$ cat config.mk
export PLATFORM = sky130hd
export DESIGN_NAME = control_flat
export DESIGN_NICKNAME = d
export VERILOG_FILES = /design/src/source/rv_isa_pkg.sv /design/src/source/core_ctrl_pkg.sv /design/src/source/ctrlIf.sv /design/src/source/control.sv /design/src/flat_wrapper.sv
export VERILOG_INCLUDE_DIRS = /design/src /design/src/include
export SDC_FILE = /design/constraint.sdc
export NUM_CORES = 1
export LEC_CHECK = 0
export BUFFER_PORTS_ARGS = -buffer_cell sky130_fd_sc_hd__buf_2
export CAP_MARGIN = 20
export CORE_AREA = 2 2 39 41
export DETAILED_ROUTE_END_ITERATION = 6
export DIE_AREA = 0 0 41 43
export MAX_ROUTING_LAYER = met4
export SETUP_SLACK_MARGIN = 0.3
export SYNTH_ARGS = -nofsm -noshare
export SYNTH_HDL_FRONTEND = slang
export SYNTH_SLANG_ARGS = --single-unit
export TNS_END_PERCENT = 20
$ cat constraint.sdc
create_clock -name vclk -period 2.2
set_input_delay 0 -clock vclk [all_inputs]
set_output_delay 0 -clock vclk [all_outputs]
set_load 0.01 [all_outputs]
$ cat src/include/core_settings.svh
`ifndef CORE_SETTINGS_SVH
`define CORE_SETTINGS_SVH

// datapath width
`define XLEN 32

// memory depths in 32-bit words
`define IMEM_WORDS 256
`define DMEM_WORDS 256

// first fetch address after reset
`define RESET_PC 32'h0000_0000

`endif

$ cat src/source/rv_isa_pkg.sv
`include "core_settings.svh"

package rv_isa_pkg;

    // major opcodes handled by this core
    typedef enum logic [6:0] {
        OPC_LOAD   = 7'b0000011,
        OPC_OPIMM  = 7'b0010011,
        OPC_AUIPC  = 7'b0010111,
        OPC_STORE  = 7'b0100011,
        OPC_OP     = 7'b0110011,
        OPC_LUI    = 7'b0110111,
        OPC_BRANCH = 7'b1100011,
        OPC_JALR   = 7'b1100111,
        OPC_JAL    = 7'b1101111
    } opcode_t;

    typedef logic [2:0] funct3_t;   // instr[14:12]

    typedef logic [4:0] regIdx_t;   // rs1/rs2/rd field

    typedef logic [`XLEN-1:0] word_t;

endpackage

$ cat src/source/core_ctrl_pkg.sv
package core_ctrl_pkg;

    // instruction class handed to the alu decode
    typedef enum logic [2:0] {
        AOP_R      = 3'b000,
        AOP_I      = 3'b001,
        AOP_LOAD   = 3'b010,
        AOP_STORE  = 3'b011,
        AOP_BRANCH = 3'b100,
        AOP_JUMP   = 3'b101,   // jal and jalr share this class
        AOP_LUI    = 3'b110,
        AOP_AUIPC  = 3'b111
    } aluOp_t;

    typedef enum logic [1:0] {RES_ALU, RES_LOAD, RES_PC4, RES_PCIMM} resultSrc_t;

    typedef enum logic [2:0] {IMM_I, IMM_S, IMM_B, IMM_U, IMM_J} immSrc_t;

    // unsigned forms only matter for loads
    typedef enum logic [2:0] {MEM_W, MEM_H, MEM_B, MEM_BU, MEM_HU} memCtrl_t;

    typedef enum logic [3:0] {
        ALU_ADD, ALU_SUB, ALU_SLL, ALU_SLT, ALU_SLTU,
        ALU_XOR, ALU_SRL, ALU_SRA, ALU_OR, ALU_AND,
        ALU_PASSB   // lui just forwards the immediate
    } aluFn_t;

endpackage

$ cat src/source/ctrlIf.sv
`timescale 1ns/1ns

interface ctrlIf;
    import core_ctrl_pkg::*;

    resultSrc_t resultSrc;  // writeback select
    logic       memWrite;
    logic       memRead;
    logic       aluSrc;     // 1 = immediate operand
    immSrc_t    immSrc;
    logic       regWrite;
    aluOp_t     aluOp;
    memCtrl_t   memCtrl;
    logic       jalr;
    logic       jump;
    logic       branch;

    modport decoder (output resultSrc, memWrite, memRead, aluSrc, immSrc, regWrite,
                     aluOp, memCtrl, jalr, jump, branch);

    modport consumer (input resultSrc, memWrite, memRead, aluSrc, immSrc, regWrite,
                      aluOp, memCtrl, jalr, jump, branch);
endinterface

$ cat src/source/control.sv
`timescale 1ns/1ns

module control (
    input  rv_isa_pkg::opcode_t opcode,  // instr[6:0]
    input  rv_isa_pkg::funct3_t funct3,
    ctrlIf.decoder              ctrl
);
    import rv_isa_pkg::*;
    import core_ctrl_pkg::*;

    always_comb begin
        ctrl.resultSrc = RES_ALU;   // everything inactive unless decoded
        ctrl.memWrite  = 1'b0;
        ctrl.memRead   = 1'b0;
        ctrl.aluSrc    = 1'b0;
        ctrl.immSrc    = IMM_I;
        ctrl.regWrite  = 1'b0;
        ctrl.aluOp     = AOP_R;
        ctrl.memCtrl   = MEM_W;
        ctrl.jalr      = 1'b0;
        ctrl.jump      = 1'b0;
        ctrl.branch    = 1'b0;

        case (opcode)
            OPC_OP: begin
                ctrl.aluOp    = AOP_R;
                ctrl.regWrite = 1'b1;
            end
            OPC_OPIMM: begin
                ctrl.aluOp    = AOP_I;
                ctrl.aluSrc   = 1'b1;
                ctrl.regWrite = 1'b1;
            end
            OPC_LOAD: begin
                ctrl.aluOp     = AOP_LOAD;
                ctrl.aluSrc    = 1'b1;    // base + offset
                ctrl.resultSrc = RES_LOAD;
                ctrl.memRead   = 1'b1;
                case (funct3)
                    3'b000: ctrl.memCtrl = MEM_B;   // lb
                    3'b001: ctrl.memCtrl = MEM_H;   // lh
                    3'b010: ctrl.memCtrl = MEM_W;   // lw
                    3'b100: ctrl.memCtrl = MEM_BU;  // lbu
                    3'b101: ctrl.memCtrl = MEM_HU;  // lhu
                    default: ctrl.memRead = 1'b0;
                endcase
                ctrl.regWrite = ctrl.memRead;     // illegal width writes nothing
            end
            OPC_STORE: begin
                ctrl.aluOp    = AOP_STORE;
                ctrl.aluSrc   = 1'b1;
                ctrl.immSrc   = IMM_S;
                ctrl.memWrite = 1'b1;
                case (funct3)
                    3'b000: ctrl.memCtrl = MEM_B;   // sb
                    3'b001: ctrl.memCtrl = MEM_H;   // sh
                    3'b010: ctrl.memCtrl = MEM_W;   // sw
                    default: ctrl.memWrite = 1'b0;
                endcase
            end
            OPC_BRANCH: begin
                ctrl.aluOp  = AOP_BRANCH;   // compares rs1 against rs2
                ctrl.immSrc = IMM_B;
                ctrl.branch = 1'b1;
            end
            OPC_JAL: begin
                ctrl.aluOp     = AOP_JUMP;
                ctrl.aluSrc    = 1'b1;
                ctrl.immSrc    = IMM_J;
                ctrl.resultSrc = RES_PC4;   // link value
                ctrl.regWrite  = 1'b1;
                ctrl.jump      = 1'b1;
            end
            OPC_JALR: begin
                ctrl.aluOp     = AOP_JUMP;
                ctrl.aluSrc    = 1'b1;
                ctrl.immSrc    = IMM_I;
                ctrl.resultSrc = RES_PC4;
                ctrl.regWrite  = 1'b1;
                ctrl.jump      = 1'b1;
                ctrl.jalr      = 1'b1;
            end
            OPC_LUI: begin
                ctrl.aluOp    = AOP_LUI;
                ctrl.aluSrc   = 1'b1;
                ctrl.immSrc   = IMM_U;
                ctrl.regWrite = 1'b1;
            end
            OPC_AUIPC: begin
                ctrl.aluOp     = AOP_AUIPC;
                ctrl.aluSrc    = 1'b1;
                ctrl.immSrc    = IMM_U;
                ctrl.resultSrc = RES_PCIMM;
                ctrl.regWrite  = 1'b1;
            end
            default: begin
                ctrl.regWrite = 1'b0;   // bubble or unsupported opcode
            end
        endcase
    end

endmodule

$ cat src/flat_wrapper.sv
// flat-port wrapper written by rule: the top's interface ports become plain ports
module control_flat import rv_isa_pkg::*; import core_ctrl_pkg::*;
  (opcode, funct3, ctrl_resultSrc, ctrl_memWrite, ctrl_memRead, ctrl_aluSrc, ctrl_immSrc, ctrl_regWrite, ctrl_aluOp, ctrl_memCtrl, ctrl_jalr, ctrl_jump, ctrl_branch);
  ctrlIf ctrl_i ();
  input  rv_isa_pkg::opcode_t opcode;
  input  rv_isa_pkg::funct3_t funct3;
  output wire logic [$bits(ctrl_i.resultSrc)-1:0] ctrl_resultSrc;
  output wire logic [$bits(ctrl_i.memWrite)-1:0] ctrl_memWrite;
  output wire logic [$bits(ctrl_i.memRead)-1:0] ctrl_memRead;
  output wire logic [$bits(ctrl_i.aluSrc)-1:0] ctrl_aluSrc;
  output wire logic [$bits(ctrl_i.immSrc)-1:0] ctrl_immSrc;
  output wire logic [$bits(ctrl_i.regWrite)-1:0] ctrl_regWrite;
  output wire logic [$bits(ctrl_i.aluOp)-1:0] ctrl_aluOp;
  output wire logic [$bits(ctrl_i.memCtrl)-1:0] ctrl_memCtrl;
  output wire logic [$bits(ctrl_i.jalr)-1:0] ctrl_jalr;
  output wire logic [$bits(ctrl_i.jump)-1:0] ctrl_jump;
  output wire logic [$bits(ctrl_i.branch)-1:0] ctrl_branch;
  assign ctrl_resultSrc = ctrl_i.resultSrc;
  assign ctrl_memWrite = ctrl_i.memWrite;
  assign ctrl_memRead = ctrl_i.memRead;
  assign ctrl_aluSrc = ctrl_i.aluSrc;
  assign ctrl_immSrc = ctrl_i.immSrc;
  assign ctrl_regWrite = ctrl_i.regWrite;
  assign ctrl_aluOp = ctrl_i.aluOp;
  assign ctrl_memCtrl = ctrl_i.memCtrl;
  assign ctrl_jalr = ctrl_i.jalr;
  assign ctrl_jump = ctrl_i.jump;
  assign ctrl_branch = ctrl_i.branch;
  control u_core (.opcode(opcode), .funct3(funct3), .ctrl(ctrl_i));
endmodule
=== Yosys cells after proc, flatten, opt, wreduce, memory -nomap -nowiden ===
Cells that the tools add are included.

* Register bits: 0
* Input bits: 10
* Logic and storage cells: 35

* Eq/ne operators: 13
* Mux-type cells: 15
* Reduce and logical (&&, ||, !) cells: 7

{| class="wikitable"
|+ Operator list
! kind !! number
|-
| 3-bit case mux with 4 select lines || 2
|-
| 7-bit by 6-bit == test with 1-bit output (second input constant) || 3
|-
| 7-bit == test (second input constant) || 3
|-
| 3-bit case mux with 7 select lines || 1
|-
| 7-bit by 5-bit == test with 1-bit output (second input constant) || 2
|-
| 1-bit 2-to-1 mux || 8
|-
| 7-bit by 2-bit == test with 1-bit output (second input constant) || 1
|-
| 7-bit OR reduction || 1
|-
| 3-bit == test (second input constant) || 2
|-
| 2-bit case mux with 3 select lines || 1
|-
| 3-bit case mux with 2 select lines || 1
|-
| 6-bit OR reduction || 1
|-
| 5-bit OR reduction || 1
|-
| 2-bit case mux with 2 select lines || 1
|-
| 2-bit OR reduction || 2
|-
| 3-bit by 1-bit == test with 1-bit output (second input constant) || 1
|-
| 3-bit by 2-bit == test with 1-bit output (second input constant) || 1
|-
| 3-bit logical NOT || 1
|-
| 3-bit OR reduction || 1
|-
| 1-bit case mux with 2 select lines || 1
|}

=== Logic depth before layout (Yosys ltp) ===
* Depth in word-level cells: 4
* Depth in mapped cells: 4

=== Least setup slack after synthesis ===
OpenSTA, ideal clock, no wires.

* Kind: input to output
* Start: in opcode[4]
* End: out ctrl_memWrite
* Arrival: 1032 ps
* Required time: 2200 ps
* Setup slack: 1168 ps
* Stages on the path: 4
* Path buffers: 1
* Path through: buf_6 or2_4 or2_4 a2111oi_2

* Word-level cells in the longest chain between the ends: 2

{| class="wikitable"
|+ RTL lines
! what !! line !! RTL
|-
| start, declared || flat_wrapper.sv:5 || <nowiki>input rv_isa_pkg::opcode_t opcode;</nowiki>
|-
| 7-bit by 6-bit == test with 1-bit output || control.sv:24 || <nowiki>case (opcode)</nowiki>
|-
| 1-bit 2-to-1 mux || control.sv:24 ||
|-
| end, declared || flat_wrapper.sv:8 || <nowiki>output wire logic [$bits(ctrl_i.memWrite)-1:0] ctrl_memWrite;</nowiki>
|}

Every way passes these cells.

=== Final worst setup path ===
* Start: in opcode[3]
* End: out ctrl_memCtrl[1]

* Word-level cells in the longest chain between the ends: 2
* Elaborated cells between the ends (all ways): 3

{| class="wikitable"
|+ RTL lines
! what !! line !! RTL
|-
| 7-bit by 6-bit == test with 1-bit output or 7-bit by 2-bit == test with 1-bit output (tied branches) || control.sv:24 ||
|-
| 3-bit case mux with 2 select lines * || control.sv:24 ||
|-
| end, declared || flat_wrapper.sv:14 || <nowiki>output wire logic [$bits(ctrl_i.memCtrl)-1:0] ctrl_memCtrl;</nowiki>
|}

Every way passes the cells marked *; elsewhere a longest branch is shown, timed or not.

==> flow_metrics.py <==
metrics = {
    "outcome": {
        "run_status": "complete, no violations",
    },
    "drt": {
        "top_layer": "met3",
        "dr_total_vias": 438,
        "met3WireLength_um": 52,
        "detail_route.iter0.violations": 16,
        "routed_length_on_met2_um": 485,
        "routed_wirelength_um": 954,
        "routed_via_density": 4.92,
        "route.detailed.drc": 0,
        "drt-wirelength-per-cell_um": 10.7,
        "detail-route-antenna-nets": 0,
        "m1WireLength_um": 416,
        "drt_pass1_iterations": 4,
    },
    "layout": {
        "area_delta_synth_final_pct": 47.1,
        "layout.nets": 85,
        "seq_area_um2": 0,
        "layout.clock_buffers": 0,
        "antenna_diodes": 0,
        "flops_and_latches": 0,
        "drive_above_1_share": 0.452,
    },
    "floorplan": {
        "die_area_um2": 1760,
        "chipWidth_um": 41,
        "floorplan.rows": 14,
        "top_level_ports": 28,
        "core_um2": 1380,
        "chip_height_um": 43,
        "initial_utilization": 0.221,
    },
    "pwr": {
        "power.density_nw_per_um2": 124,
        "cellLeakagePower_nw": 0.214,
        "irDropWorstVdd_mv": 0.0383,
    },
    "timing": {
        "timing.setup.tns_ns": 0,
        "whs_ns": 0.333,
        "worst-slew-pin-transition_ns": 0.291,
        "drv_slew": 0,
        "max_clock_freq_mhz": 813,
        "final_hold_viol_count": 0,
        "period_share": 0.559,
        "slew_headroom": 0.805,
        "timing.final.crit_period_ns": 1.23,
        "rsz0062_at_grt": "no",
        "timing.final.setup_violations": 0,
    },
    "placed_design": {
        "detailed_place_hpwl_um": 773,
        "place_congestion": 0.812,
        "port_buffer_count": 28,
    },
    "hold_path": {
        "hold_class": "input port to primary output",
        "timing.hold.worst_path_depth": 3,
        "worstHoldStart": "opcode[3]",
    },
    "global_route": {
        "grtUsageTotal": 0.110,
        "maximum_number_of_pins_on_one_net_before_global_route_repair": 10,
        "grt_first_pass_wirelength_mm": 1.44,
        "grt_overflow": 0,
        "grt_pass1_vias": 343,
        "number_of_antenna_violations_at_the_first_check_in_global_routing": 0,
    },
    "worst_setup_path": {
        "path_class": "input port to primary output",
        "worstSetupEndpointType": "primary output",
        "crit_path_max_fanout": 8,
        "startpoint_type": "input port",
        "crit_required_ns": 2.20,
        "timing.critical_path.arrival_ns": 1.23,
        "setup.worst_path.start": "opcode[3]",
    },
    "logic_synthesis": {
        "yosys.area_share.adder": 0,
        "synth_top_cells_by_area": "sky130_fd_sc_hd__a2111oi_4, sky130_fd_sc_hd__a21oi_1, sky130_fd_sc_hd__nor3_1",
        "yosysTopAreaCellShare": 0.0902,
        "sequential_fraction_of_the_synthesis_area": 0,
        "syn_nets": 57,
        "synth_xor_area_frac": 0,
        "yosysTopAreaCell": "sky130_fd_sc_hd__a2111oi_4",
        "syn-instance-count": 47,
        "post_synthesis_mean_instance_area_um2": 6.50,
        "netlist_area_um2": 305,
        "synth_simple_gate_area_frac": 0.512,
        "ys.warnings.count": 0,
        "synth_area_in_compound_gates": 0.398,
        "muxShareOfSynthArea": 0,
        "synth_cell_types": 26,
        "synth_top_family_by_area": "simple AND/OR/NAND/NOR gates",
    },
    "clock_tree": {
        "cts_setup_buffers": 0,
        "cts.hold.buffers_added": 0,
        "postCtsResizedCells": 0,
    },
    "job": {
        "max_cap_violations": 0,
    },
}
==> stage by stage <==
| stage | total power, mW | cell area [µm²] | util | setup WS [ns] | cells |
|---|---|---|---|---|---|
| after floorplan | 0.0323 | 305 | - | 1.17 | 47 |
| after global placement | 0.0558 | 449 | 0.325 | 0.989 | 89 |
| after detailed placement | 0.0554 | 449 | 0.325 | 0.972 | 89 |
| after CTS | 0.0558 | 449 | 0.325 | 0.963 | 89 |
| after global routing | 0.0620 | 449 | 0.325 | 0.840 | 89 |
| final | 0.0556 | 449 | 0.325 | 0.971 | 89 |
==> placed cells by master (no fill, tap or decap), types with 2 or more instances in the layout <==
| cell | Yosys | final |
|---|---|---|
| sky130_fd_sc_hd__a21oi_1 | 4 | 4 |
| sky130_fd_sc_hd__a31oi_1 | 2 | 2 |
| sky130_fd_sc_hd__and2_1 | 2 | 2 |
| sky130_fd_sc_hd__buf_2 | 1 | 28 |
| sky130_fd_sc_hd__inv_1 | 3 | 3 |
| sky130_fd_sc_hd__nand2_1 | 5 | 5 |
| sky130_fd_sc_hd__nand3_1 | 3 | 3 |
| sky130_fd_sc_hd__nor2_1 | 5 | 5 |
| sky130_fd_sc_hd__nor3_1 | 4 | 4 |
| sky130_fd_sc_hd__or2_4 | 2 | 2 |
==> where the power goes <==
group	internal (mW)	total, mW	switching (mW)
sequential	0	0	0
combinational	0.0212	0.0556	0.0344
clock	0	0	0
total	0.0212	0.0556	0.0344
==> layer usage <==
layer	track usage	vias to the layer above
met4	0	0
met5	-	-
li1	-	234
met2	0.166	9
met1	0.165	195
met3	0.0105	0
==> layout make-up <==
type,instances,area (µm²)
timing repair buffer,28,140
multi-input combinational,42,278
fill,152,935
tap,16,20.0
inverter,3,11.3
==> cells by family after synthesis <==
family                 after synthesis
AOI/OAI and AO/OA                   14
and+or+nand+nor                     28
buffers and inverters                5
==> critical path, stage by stage <==
cell and delay [ns]:
sky130_fd_sc_hd__buf_2 0.14, sky130_fd_sc_hd__nand4bb_1 0.29, sky130_fd_sc_hd__or2_4 0.32, sky130_fd_sc_hd__a2111oi_4 0.31, sky130_fd_sc_hd__buf_2 0.18
==> final timing paths <==
path | to | slack, ns
min | ctrl_immSrc[1] | 0.33
max | ctrl_memCtrl[1] | 0.97
==> cell usage after synthesis, drive strengths merged <==
cell	number
o21ai	1
and2	2
o211ai	1
nand3b	1
nand4bb	1
o22ai	1
buf	2
nor4	1
nand4b	1
o32ai	1
o32a	1
o22a	1
nor3	4
a31oi	2
a21oi	4
nand3	3
nor3b	1
nor2b	1
a2111oi	2
nand2	5
nor2	5
inv	3
or2	3
Note: power is estimated with default switching activity, not from simulation.
