### config.mk
export PLATFORM = sky130hd
export DESIGN_NAME = immExtend_flat
export DESIGN_NICKNAME = d
export VERILOG_FILES = /design/src/source/rv_isa_pkg.sv /design/src/source/core_ctrl_pkg.sv /design/src/source/ctrlIf.sv /design/src/source/immExtend.sv /design/src/flat_wrapper.sv
export VERILOG_INCLUDE_DIRS = /design/src /design/src/include
export SDC_FILE = /design/constraint.sdc
export NUM_CORES = 1
export LEC_CHECK = 0
export BUFFER_PORTS_ARGS = -buffer_cell sky130_fd_sc_hd__buf_2
export CORE_MARGIN = 2
export CORE_UTILIZATION = 31
export DETAILED_ROUTE_END_ITERATION = 7
export GPL_TIMING_DRIVEN = 0
export PLACE_DENSITY = 0.82
export SYNTH_ARGS = -nofsm -noshare
export SYNTH_HDL_FRONTEND = slang
export SYNTH_SLANG_ARGS = --single-unit
### constraint.sdc
create_clock -name vclk -period 1.81
set_input_delay 0.4525 -clock vclk [all_inputs]
set_output_delay 0.4525 -clock vclk [all_outputs]
set_load 0.02 [all_outputs]
### src/include/core_settings.svh
`ifndef CORE_SETTINGS_SVH
`define CORE_SETTINGS_SVH

// datapath width
`define XLEN 32

// memory depths in 32-bit words
`define IMEM_WORDS 256
`define DMEM_WORDS 256

// first fetch address after reset
`define RESET_PC 32'h0000_0000

`endif

### src/source/rv_isa_pkg.sv
`include "core_settings.svh"

package rv_isa_pkg;

    // major opcodes handled by this core
    typedef enum logic [6:0] {
        OPC_LOAD   = 7'b0000011,
        OPC_OPIMM  = 7'b0010011,
        OPC_AUIPC  = 7'b0010111,
        OPC_STORE  = 7'b0100011,
        OPC_OP     = 7'b0110011,
        OPC_LUI    = 7'b0110111,
        OPC_BRANCH = 7'b1100011,
        OPC_JALR   = 7'b1100111,
        OPC_JAL    = 7'b1101111
    } opcode_t;

    typedef logic [2:0] funct3_t;   // instr[14:12]

    typedef logic [4:0] regIdx_t;   // rs1/rs2/rd field

    typedef logic [`XLEN-1:0] word_t;

endpackage

### src/source/core_ctrl_pkg.sv
package core_ctrl_pkg;

    // instruction class handed to the alu decode
    typedef enum logic [2:0] {
        AOP_R      = 3'b000,
        AOP_I      = 3'b001,
        AOP_LOAD   = 3'b010,
        AOP_STORE  = 3'b011,
        AOP_BRANCH = 3'b100,
        AOP_JUMP   = 3'b101,   // jal and jalr share this class
        AOP_LUI    = 3'b110,
        AOP_AUIPC  = 3'b111
    } aluOp_t;

    typedef enum logic [1:0] {RES_ALU, RES_LOAD, RES_PC4, RES_PCIMM} resultSrc_t;

    typedef enum logic [2:0] {IMM_I, IMM_S, IMM_B, IMM_U, IMM_J} immSrc_t;

    // unsigned forms only matter for loads
    typedef enum logic [2:0] {MEM_W, MEM_H, MEM_B, MEM_BU, MEM_HU} memCtrl_t;

    typedef enum logic [3:0] {
        ALU_ADD, ALU_SUB, ALU_SLL, ALU_SLT, ALU_SLTU,
        ALU_XOR, ALU_SRL, ALU_SRA, ALU_OR, ALU_AND,
        ALU_PASSB   // lui just forwards the immediate
    } aluFn_t;

endpackage

### src/source/ctrlIf.sv
`timescale 1ns/1ns

interface ctrlIf;
    import core_ctrl_pkg::*;

    resultSrc_t resultSrc;  // writeback select
    logic       memWrite;
    logic       memRead;
    logic       aluSrc;     // 1 = immediate operand
    immSrc_t    immSrc;
    logic       regWrite;
    aluOp_t     aluOp;
    memCtrl_t   memCtrl;
    logic       jalr;
    logic       jump;
    logic       branch;

    modport decoder (output resultSrc, memWrite, memRead, aluSrc, immSrc, regWrite,
                     aluOp, memCtrl, jalr, jump, branch);

    modport consumer (input resultSrc, memWrite, memRead, aluSrc, immSrc, regWrite,
                      aluOp, memCtrl, jalr, jump, branch);
endinterface

### src/source/immExtend.sv
`timescale 1ns/1ns

module immExtend (
    input  rv_isa_pkg::word_t instr,
    ctrlIf.consumer           ctrl,
    output rv_isa_pkg::word_t imm
);
    import core_ctrl_pkg::*;

    always_comb begin
        case (ctrl.immSrc)
            IMM_I: imm = {{20{instr[31]}}, instr[31:20]};
            IMM_S: imm = {{20{instr[31]}}, instr[31:25], instr[11:7]};
            // branch offset with bit 0 always zero
            IMM_B: imm = {{19{instr[31]}}, instr[31], instr[7], instr[30:25],
                          instr[11:8], 1'b0};
            IMM_U: imm = {instr[31:12], 12'b0};   // lui / auipc
            IMM_J: imm = {{11{instr[31]}}, instr[31], instr[19:12], instr[20],
                          instr[30:21], 1'b0};
            default: imm = '0;
        endcase
    end

endmodule

### src/flat_wrapper.sv
// flat-port wrapper written by rule: the top's interface ports become plain ports
module immExtend_flat import core_ctrl_pkg::*;
  (instr, imm, ctrl_resultSrc, ctrl_memWrite, ctrl_memRead, ctrl_aluSrc, ctrl_immSrc, ctrl_regWrite, ctrl_aluOp, ctrl_memCtrl, ctrl_jalr, ctrl_jump, ctrl_branch);
  ctrlIf ctrl_i ();
  input  rv_isa_pkg::word_t instr;
  output rv_isa_pkg::word_t imm;
  input wire logic [$bits(ctrl_i.resultSrc)-1:0] ctrl_resultSrc;
  input wire logic [$bits(ctrl_i.memWrite)-1:0] ctrl_memWrite;
  input wire logic [$bits(ctrl_i.memRead)-1:0] ctrl_memRead;
  input wire logic [$bits(ctrl_i.aluSrc)-1:0] ctrl_aluSrc;
  input wire logic [$bits(ctrl_i.immSrc)-1:0] ctrl_immSrc;
  input wire logic [$bits(ctrl_i.regWrite)-1:0] ctrl_regWrite;
  input wire logic [$bits(ctrl_i.aluOp)-1:0] ctrl_aluOp;
  input wire logic [$bits(ctrl_i.memCtrl)-1:0] ctrl_memCtrl;
  input wire logic [$bits(ctrl_i.jalr)-1:0] ctrl_jalr;
  input wire logic [$bits(ctrl_i.jump)-1:0] ctrl_jump;
  input wire logic [$bits(ctrl_i.branch)-1:0] ctrl_branch;
  assign ctrl_i.resultSrc = ctrl_resultSrc;
  assign ctrl_i.memWrite = ctrl_memWrite;
  assign ctrl_i.memRead = ctrl_memRead;
  assign ctrl_i.aluSrc = ctrl_aluSrc;
  assign ctrl_i.immSrc = ctrl_immSrc;
  assign ctrl_i.regWrite = ctrl_regWrite;
  assign ctrl_i.aluOp = ctrl_aluOp;
  assign ctrl_i.memCtrl = ctrl_memCtrl;
  assign ctrl_i.jalr = ctrl_jalr;
  assign ctrl_i.jump = ctrl_jump;
  assign ctrl_i.branch = ctrl_branch;
  immExtend u_core (.instr(instr), .ctrl(ctrl_i), .imm(imm));
endmodule
After elaboration in Yosys (flattened, before gate mapping)
Index checks and enable logic that the tools add are counted.
{"block": "totals", "reg_bits": 0, "inputBits": 50, "output_inout_bits": 32, "wordCells": 6}
{"block": "op_classes", "eq_ne": 4, "mux": 1, "reduce_logical": 1}
{"op": "$pmux W32 S5", "n": 1}
{"op": "$eq A3 B2 Y1 const B", "n": 2}
{"op": "$eq A3 B1 Y1 const B", "n": 1}
{"op": "$eq A3 B3 Y1 const B", "n": 1}
{"op": "$logic_not A3 Y1", "n": 1}

Depth between registers and ports, before layout
Gate-level depths: netlist (run 1).
{"block": "logic_depth", "word_depth": 2, "ltp_mapped": 5}

Least setup slack after synthesis (run 1)
No wires, ideal clock.
{"block": "synth_path", "path_kind": "input to output", "from": "input port ctrl_immSrc[0]", "to": "output port imm[0]", "arrival_time_ps": 1327, "required_time_ps": 1357, "slack_ps": 31, "path_stages": 4, "cell_sequence": "buf_4 buf_2 mux2i_1 nor3_1"}
{"block": "synth_between", "elab_chain_cells": 2, "elab_cells_between_ends": 6, "classes_between": "eq/ne: 4; mux: 1; reduce/logical: 1"}
{"item": "start, declared", "line_no": "flat_wrapper.sv:11", "source": "input wire logic [$bits(ctrl_i.immSrc)-1:0] ctrl_immSrc;"}
{"item": "$eq A3 B3 Y1, or another cell as far along", "line_no": "immExtend.sv:11", "source": "case (ctrl.immSrc)"}
{"item": "$pmux W32 S5 (*)", "line_no": "immExtend.sv:11"}
{"item": "end, declared", "line_no": "flat_wrapper.sv:6", "source": "output rv_isa_pkg::word_t imm;"}
Every way passes the cells marked *; elsewhere a longest branch is shown, timed or not.

Worst setup path in the final report (run 1)
{"block": "layout_path", "from": "input port ctrl_immSrc[1]", "to": "output port imm[20]"}
The elaborated chain is that of the path after synthesis.

==> flow_metrics.py, run 1 <==
metrics = {
    "place": {
        "port_buffers": 60,
        "dpl-instance-area_um2": 865,
        "place.gp.congestion": 0.713,
        "dp_hpwl_um": 1570,
    },
    "power_and_ir_drop": {
        "power.density_nw_per_um2": 330,
        "total_power_uw": 400,
        "irDropWorstVdd_mv": 0.174,
        "power.leakage_uw": 0.000629,
    },
    "drt": {
        "route.vias.total": 969,
        "antenna_left": 0,
        "wl_per_cell_um": 14.2,
        "first_pass_iters": 4,
        "drc": 0,
        "via_per_inst": 5.35,
        "routed_wl_um": 2570,
        "first_iter_violations": 10,
    },
    "grt": {
        "grt_use_total_pct": 21.2,
        "antenna_found_initial": 0,
        "grtUsageMet2_pct": 40.6,
        "grt_max_degree": 11,
        "grtUsageMet1_pct": 25.6,
        "use_met3_pct": 0.794,
        "busiest_layer": "met2",
        "grt_pass1_wl_um": 3440,
        "grt_pass1_vias": 859,
        "overflow": 0,
    },
    "synth": {
        "yosysWarnings": 0,
        "synth.area.mux_share_pct": 1.84,
        "syn-num-nets": 147,
        "synth_top_family_by_area": "simple AND/OR/NAND/NOR gates",
        "synthAdderAreaFrac_pct": 2.07,
        "avgSynthCellArea_um2": 5.60,
        "synth.cell_area_um2": 543,
        "synth_xor_area_share_pct": 0,
        "synth_compound_area_share_pct": 33.9,
        "synth_cell_types": 22,
        "ys_seq_area_share_pct": 0,
        "synth-simple-area-share_pct": 50.2,
        "syn-instance-count": 97,
    },
    "critical_path": {
        "required_ns": 1.36,
        "critPathMaxFanout": 6,
        "critical_path_class": "in -> out",
        "start_kind": "input pin",
        "crit_path_end_kind": "output port",
        "critPathBufInv": 3,
        "arrival_ns": 1.36,
        "cp_slowest_stage_delay_ns": 0.32,
        "cp_slowest_cell": "maj3_2",
        "crit_top_cell": "buf_6",
        "crit_chain": "buf_8, maj3_2, nand2b_4, buf_6, nand2_2, buf_6",
        "path_delay_family": "buffers and inverters",
    },
    "timing": {
        "setup_violations": 2,
        "hold_viol": 0,
        "fin_crit_ns": 1.82,
        "drv_slew": 0,
        "fin_crit_sh_pct": 100,
        "holdWs_ns": 1.21,
        "fmax_mhz": 550,
        "rsz0062_at_grt": "yes",
        "slew_headroom_pct": 82.1,
        "worstMarginPinSlew_ns": 0.268,
        "setup_tns_ns": -0.00740,
        "setup_slack_ns": -0.00731,
    },
    "floorplanning": {
        "row_count": 15,
        "top_level_ports": 82,
        "initial_core_util_pct": 32.1,
        "dieHeight_um": 45.9,
        "core_area_um2": 1690,
        "die-width_um": 45.9,
        "dieArea_um2": 2100,
    },
    "min_path": {
        "hold_depth": 4,
        "worstHoldStart": "instr[25]",
        "hold_end": "imm[25]",
        "hp-class": "in -> out",
    },
    "final_layout": {
        "finish.instance_area_um2": 1210,
        "nFillCells": 145,
        "register_area_um2": 0,
        "nFlopsAndLatches": 0,
        "fin_util_pct": 71.6,
        "final_cell_mix": "buf_2, buf_6, buf_4, nand2_1, nand2_2",
        "antenna_cells": 0,
        "syn_to_final_growth_pct": 123,
        "clkbuf_count": 0,
        "drive_gt1_share_pct": 67.7,
        "nets": 216,
        "final_common_cell": "buf_2",
    },
    "status": {
        "outcome": "finished with violations",
        "failed_checks": "negative setup slack",
    },
    "job": {
        "max_cap_violations": 0,
    },
}
[Yosys cell counts]
library cell / instances / area share, %
and2b_1: 8 / 11
nand2_1: 21 / 15
nand3b_1: 2 / 2.8
a21oi_1: 16 / 15
nand2b_1: 4 / 4.6
buf_2: 7 / 6.5
buf_6: 1 / 2.1
nor2_1: 1 / 0.69
inv_1: 1 / 0.69
a32oi_1: 1 / 1.6
clkbuf_1: 2 / 1.4
nand2_2: 1 / 1.2
and3b_1: 1 / 1.6
o21ai_0: 9 / 8.3
buf_4: 1 / 1.4
maj3_2: 1 / 2.1
o22ai_1: 8 / 9.2
and2_1: 2 / 2.3
nand2b_4: 1 / 2.5
mux2i_1: 1 / 1.8
nor3_1: 1 / 0.92
nor2b_1: 7 / 8.1
[how the worst max path moves through the flow]
stage	startpoint	end	slack, ns	depth (start not counted)
floorplan	ctrl_immSrc[0]	imm[0]	0.03	4
global placement	ctrl_immSrc[1]	imm[20]	-0.08	6
detailed placement	ctrl_immSrc[1]	imm[17]	-0.14	6
CTS	ctrl_immSrc[2]	imm[6]	-0.002	5
global route	ctrl_immSrc[1]	imm[20]	-0.02	6
finish	ctrl_immSrc[1]	imm[20]	-0.007	6
[layer usage]
metal	wire (um)	share of wire, %	vias to the layer above
li1	-	-	468
met5	0	0	-
met4	70	2.7	0
met3	112	4.4	8
met2	1390	54	37
met1	995	39	456
[power by group]
part / total (uW) / switching [uW] / internal [uW]
Clock: 0 / 0 / 0
Sequential: 0 / 0 / 0
Combinational: 400 / 209 / 191
Total: 400 / 209 / 191
[stage by stage]
step	instances	worst slack (ns)
global route	181	-0.0219
global placement	174	-0.0820
detailed placement	174	-0.136
floorplan	97	0.0306
CTS	176	-0.00220
finish	181	-0.00731
[timing repair]
item / in CTS / in global routing
pin swaps: 2 / 3
gates cloned: 2 / 2
gates resized for setup: 60 / 43
hold buffers: 0 / 0
setup endpoints to repair: 23 / 31
buffers inserted: 1 / 4
[logic make-up (layout without fill, tap and decap cells)]
logic type,count (synthesis),in the layout
fa+ha+maj,1,1
simple gates,49,49
buf+inv,12,79
compound gates,34,34
mux,1,1
[layout make-up]
type	instances	area [um2]	share of cell area, %
inverters	1	3.75	0.310
well taps	17	21.3	1.76
multi-input cells	85	592	48.9
repair buffers	69	508	42.0
plain buffers	9	85.1	7.03
No activity file was read; power rests on OpenSTA's default activity.
==> run 2, diff against run 1 <==
==> constraint.sdc (replaced) <==
create_clock -name vclk -period 1.81
set_input_delay 0.0905 -clock vclk [all_inputs]
set_output_delay 0.0905 -clock vclk [all_outputs]
set_load 0.02 [all_outputs]
==> run 2 against run 1 <==
- the run now ends clean
- worst hold slack got worse by 0.71 ns
- cell area fell by 29%
- global-route usage fell by 4.1 points
- highest routed layer is now met3
==> flow_metrics.py, run 2 (synthesis results as in run 1) <==
metrics = {
    "critical_path": {
        "cp_slowest_stage_delay_ns": 0.31,
        "critPathMaxFanout": 8,
        "arrival_ns": 1.16,
        "start_kind": "input pin",
        "cp_slowest_cell": "clkbuf_1",
        "crit_top_cell": "buf_2",
        "crit_path_end_kind": "output port",
        "critPathBufInv": 3,
        "critical_path_class": "in -> out",
        "path_delay_family": "buffers and inverters",
        "crit_chain": "buf_2, and2b_1, clkbuf_1, a21oi_1, o22ai_1, buf_2",
        "required_ns": 1.72,
    },
    "drt": {
        "route.vias.total": 906,
        "first_iter_violations": 22,
        "first_pass_iters": 4,
        "wl_per_cell_um": 11.0,
        "antenna_left": 0,
        "drc": 0,
        "via_per_inst": 5.21,
        "routed_wl_um": 1920,
    },
    "grt": {
        "overflow": 0,
        "grt_use_total_pct": 17.1,
        "antenna_found_initial": 0,
        "grt_pass1_wl_um": 2850,
        "grt_pass1_vias": 712,
        "grt_max_degree": 11,
    },
    "final_layout": {
        "register_area_um2": 0,
        "final_cell_mix": "buf_2, nand2_1, a21oi_1, o21ai_0",
        "antenna_cells": 0,
        "multi_input_area_um2": 478,
        "syn_to_final_growth_pct": 59.2,
        "clkbuf_count": 0,
        "nFillCells": 180,
        "nets": 209,
        "nFlopsAndLatches": 0,
        "final_common_cell": "buf_2",
        "finish.instance_area_um2": 865,
        "drive_gt1_share_pct": 45.9,
    },
    "floorplanning": {
        "initial_core_util_pct": 32.1,
        "dieArea_um2": 2100,
        "top_level_ports": 82,
        "core_area_um2": 1690,
        "row_count": 15,
        "dieHeight_um": 45.9,
        "die-width_um": 45.9,
    },
    "power_and_ir_drop": {
        "power.switching_uw": 170,
        "switching_share_pct": 60.0,
        "power.density_nw_per_um2": 328,
        "seqPwrFrac_pct": 0,
        "pwr-share-clk_pct": 0,
        "internal-power_uw": 113,
        "irDropWorstVdd_mv": 0.155,
        "power.leakage_uw": 0.000526,
        "combPwrFrac_pct": 100.0,
    },
    "place": {
        "dpl-instance-area_um2": 865,
        "dp_hpwl_um": 1570,
        "port_buffers": 60,
        "place.gp.congestion": 0.713,
        "pre_cts_slack_ns": 0.588,
    },
    "clock_network": {
        "hold_buffers": 0,
        "postCtsSetupRepairBufs": 0,
        "cts_resized": 0,
    },
    "timing": {
        "worstMarginPinSlew_ns": 0.376,
        "setup_tns_ns": 0,
        "fin_crit_sh_pct": 69.1,
        "setup_slack_ns": 0.560,
        "fin_crit_ns": 1.25,
        "drv_slew": 0,
        "rsz0062_at_grt": "no",
        "hold_viol": 0,
        "setup_violations": 0,
        "slew_headroom_pct": 75.0,
        "fmax_mhz": 800,
    },
    "status": {
        "outcome": "finished clean",
    },
    "min_path": {
        "hp-class": "in -> out",
    },
    "job": {
        "max_cap_violations": 0,
    },
}
-- run 2: routing by layer --
metal	GRT usage [%]	vias to the layer above	part of all wire, %	wire [um]
li1	-	452	-	-
met1	23.7	408	41	796
met2	30.8	46	52	992
met3	0	0	6.9	132
met4	0.571	0	0	0
met5	0	-	0	0
-- run 2: path summary, 6_finish.rpt --
| check | start | endpoint | slack, ns | cells after the start |
|---|---|---|---|---|
| worst max-delay path | ctrl_immSrc[1] | imm[14] | 0.56 | 6 |
| worst min-delay path | instr[26] | imm[26] | 0.50 | 4 |
-- run 2: cell type report --
cell class                      instances  share of cell area (%)
Buffer                                 11                    7.09
Inverter                                1                   0.434
Multi-Input combinational cell         85                    55.3
Tap cell                               17                    2.46
Timing Repair Buffer                   60                    34.7
-- run 2: metrics by stage --
step | hold slack (ns) | cells | total power [uW] | utilization [%]
final | 0.502 | 174 | 283 | 51.2
after global routing | 0.514 | 174 | 308 | 51.2
after CTS | 0.505 | 174 | 284 | 51.2
after detailed placement | 0.504 | 174 | 283 | 51.2
after global placement | 0.492 | 174 | 277 | 51.2
after floorplan | 0.342 | 97 | 178 | -
-- run 2: worst min-delay path, cell delays in order --
cell and delay, ns:
buf_2 0.09, nand2_1 0.04, nand2_1 0.04, buf_2 0.15
-- run 2: power groups by stage --
stage	Clock, uW	Sequential (uW)	Combinational (uW)
4_1_cts	0	0	284
6_report	0	0	283
3_5_place_dp	0	0	283
3_3_place_gp	0	0	277
2_1_floorplan	0	0	178
5_1_grt	0	0	308
==> run 3, diff against run 2 <==
--- a/config.mk
+++ b/config.mk
@@ -8,10 +8,10 @@
 export LEC_CHECK = 0
 export BUFFER_PORTS_ARGS = -buffer_cell sky130_fd_sc_hd__buf_2
 export CORE_MARGIN = 2
-export CORE_UTILIZATION = 31
+export CORE_UTILIZATION = 28
 export DETAILED_ROUTE_END_ITERATION = 7
 export GPL_TIMING_DRIVEN = 0
-export PLACE_DENSITY = 0.82
+export PLACE_DENSITY = 0.78
 export SYNTH_ARGS = -nofsm -noshare
 export SYNTH_HDL_FRONTEND = slang
 export SYNTH_SLANG_ARGS = --single-unit
==> constraint.sdc (replaced) <==
create_clock -name vclk -period 1.15
set_input_delay 0.0575 -clock vclk [all_inputs]
set_output_delay 0.0575 -clock vclk [all_outputs]
set_load 0.02 [all_outputs]
==> run 3 against run 2 <==
- wire length increased by 1.0%
- sequential share of layout area did not move
- non-clock buffer count down 1
- power is 60% higher
- first-iteration DRC count down 32%
- worst hold slack worse by 0.058 ns
- count of clock-buffer cells in the layout unchanged
- combinational power rose by 60%
- die area rose by 9.8%
- via count shrank 3.9%
- worst setup slack worse by 0.51 ns
==> flow_metrics.py, run 3 (synthesis results as in run 1) <==
metrics = {
    "power_and_ir_drop": {
        "switching_share_pct": 59.4,
        "seqPwrFrac_pct": 0,
        "total_power_uw": 453,
        "power.density_nw_per_um2": 511,
        "combPwrFrac_pct": 100.0,
        "irDropWorstVdd_mv": 0.311,
        "internal-power_uw": 184,
        "pwr-share-clk_pct": 0,
        "power.switching_uw": 269,
        "power.leakage_uw": 0.000529,
    },
    "floorplanning": {
        "initial_core_util_pct": 30.5,
        "dieHeight_um": 48.0,
        "top_level_ports": 82,
        "die-width_um": 48.0,
        "core_area_um2": 1780,
        "row_count": 15,
        "dieArea_um2": 2310,
    },
    "clock_network": {
        "hold_buffers": 0,
        "postCtsSetupRepairBufs": 0,
        "cts_resized": 0,
    },
    "grt": {
        "grt_pass1_wl_um": 2770,
        "grt_pass1_vias": 654,
        "antenna_found_initial": 0,
        "grt_use_total_pct": 15.9,
        "overflow": 0,
        "grt_max_degree": 11,
    },
    "final_layout": {
        "drive_gt1_share_pct": 47.4,
        "final_common_cell": "buf_2",
        "antenna_cells": 0,
        "register_area_um2": 0,
        "nFlopsAndLatches": 0,
        "fin_util_pct": 49.7,
        "clkbuf_count": 0,
        "nets": 208,
        "final_cell_mix": "buf_2, nand2_1, a21oi_1",
        "syn_to_final_growth_pct": 63.1,
    },
    "critical_path": {
        "crit_path_end_kind": "output port",
        "arrival_ns": 1.04,
        "critPathMaxFanout": 10,
        "start_kind": "input pin",
        "required_ns": 1.09,
        "critical_path_class": "in -> out",
    },
    "min_path": {
        "hold_end": "imm[23]",
        "worstHoldStart": "instr[23]",
        "hold_depth": 4,
        "hp-class": "in -> out",
    },
    "timing": {
        "slew_headroom_pct": 80.6,
        "holdWs_ns": 0.444,
        "fin_crit_ns": 1.10,
        "drv_slew": 0,
        "fmax_mhz": 907,
        "hold_viol": 0,
        "setup_slack_ns": 0.0480,
        "rsz0062_at_grt": "yes",
        "fin_crit_sh_pct": 95.8,
        "setup_tns_ns": 0,
        "setup_violations": 0,
        "worstMarginPinSlew_ns": 0.291,
    },
    "drt": {
        "routed_wl_um": 1940,
        "wl_per_cell_um": 10.7,
        "first_pass_iters": 4,
        "route.vias.total": 871,
        "first_iter_violations": 15,
        "antenna_left": 0,
        "via_per_inst": 4.81,
        "drc": 0,
    },
    "place": {
        "place.gp.congestion": 0.790,
        "dp_hpwl_um": 1580,
        "pre_cts_slack_ns": 0.00995,
        "port_buffers": 60,
    },
    "job": {
        "max_cap_violations": 0,
    },
    "status": {
        "outcome": "finished clean",
    },
}
-- run 3: worst max path at each step --
stage	startpoint	endpoint	slack [ns]	cells past startpoint
after floorplan	ctrl_immSrc[0]	imm[0]	0.16	4
after global placement	ctrl_immSrc[1]	imm[12]	0.05	6
after detailed placement	ctrl_immSrc[1]	imm[14]	0.01	6
after CTS	ctrl_immSrc[1]	imm[14]	0.005	6
after global routing	ctrl_immSrc[0]	imm[16]	-0.002	7
final	ctrl_immSrc[1]	imm[27]	0.05	6
-- run 3: power by group through the flow --
stage          sequential, uW  clock (uW)  combinational [uW]
5_1_grt                     0           0                 488
3_5_place_dp                0           0                 446
2_1_floorplan               0           0                 280
4_1_cts                     0           0                 448
6_report                    0           0                 453
3_3_place_gp                0           0                 436
-- run 3: cell type report --
type	count	area [um2]
Fill cell	193	897
Multi-Input combinational cell	85	482
Inverter	1	3.75
Buffer	10	66.3
Tap cell	25	31.3
Timing Repair Buffer	60	303
-- run 3: worst max-delay path, stage by stage --
cell	delay (ns)
buf_2	0.13
maj3_2	0.35
nand2b_4	0.16
buf_6	0.13
nand2_1	0.06
buf_2	0.15
-- run 3: per-layer routing --
| layer | up-vias | global-route usage (%) | share of wire [%] |
|---|---|---|---|
| li1 | 450 | - | - |
| met4 | 0 | 0 | 0 |
| met1 | 391 | 20.7 | 47 |
| met5 | - | 0 | 0 |
| met3 | 0 | 0.377 | 4.2 |
| met2 | 30 | 30.7 | 48 |
-- run 3: stage by stage --
stage / std cells / instance area, um2
after global routing: 181 / 886
after detailed placement: 182 / 875
final: 181 / 886
after floorplan: 97 / 543
after global placement: 182 / 875
after CTS: 182 / 875
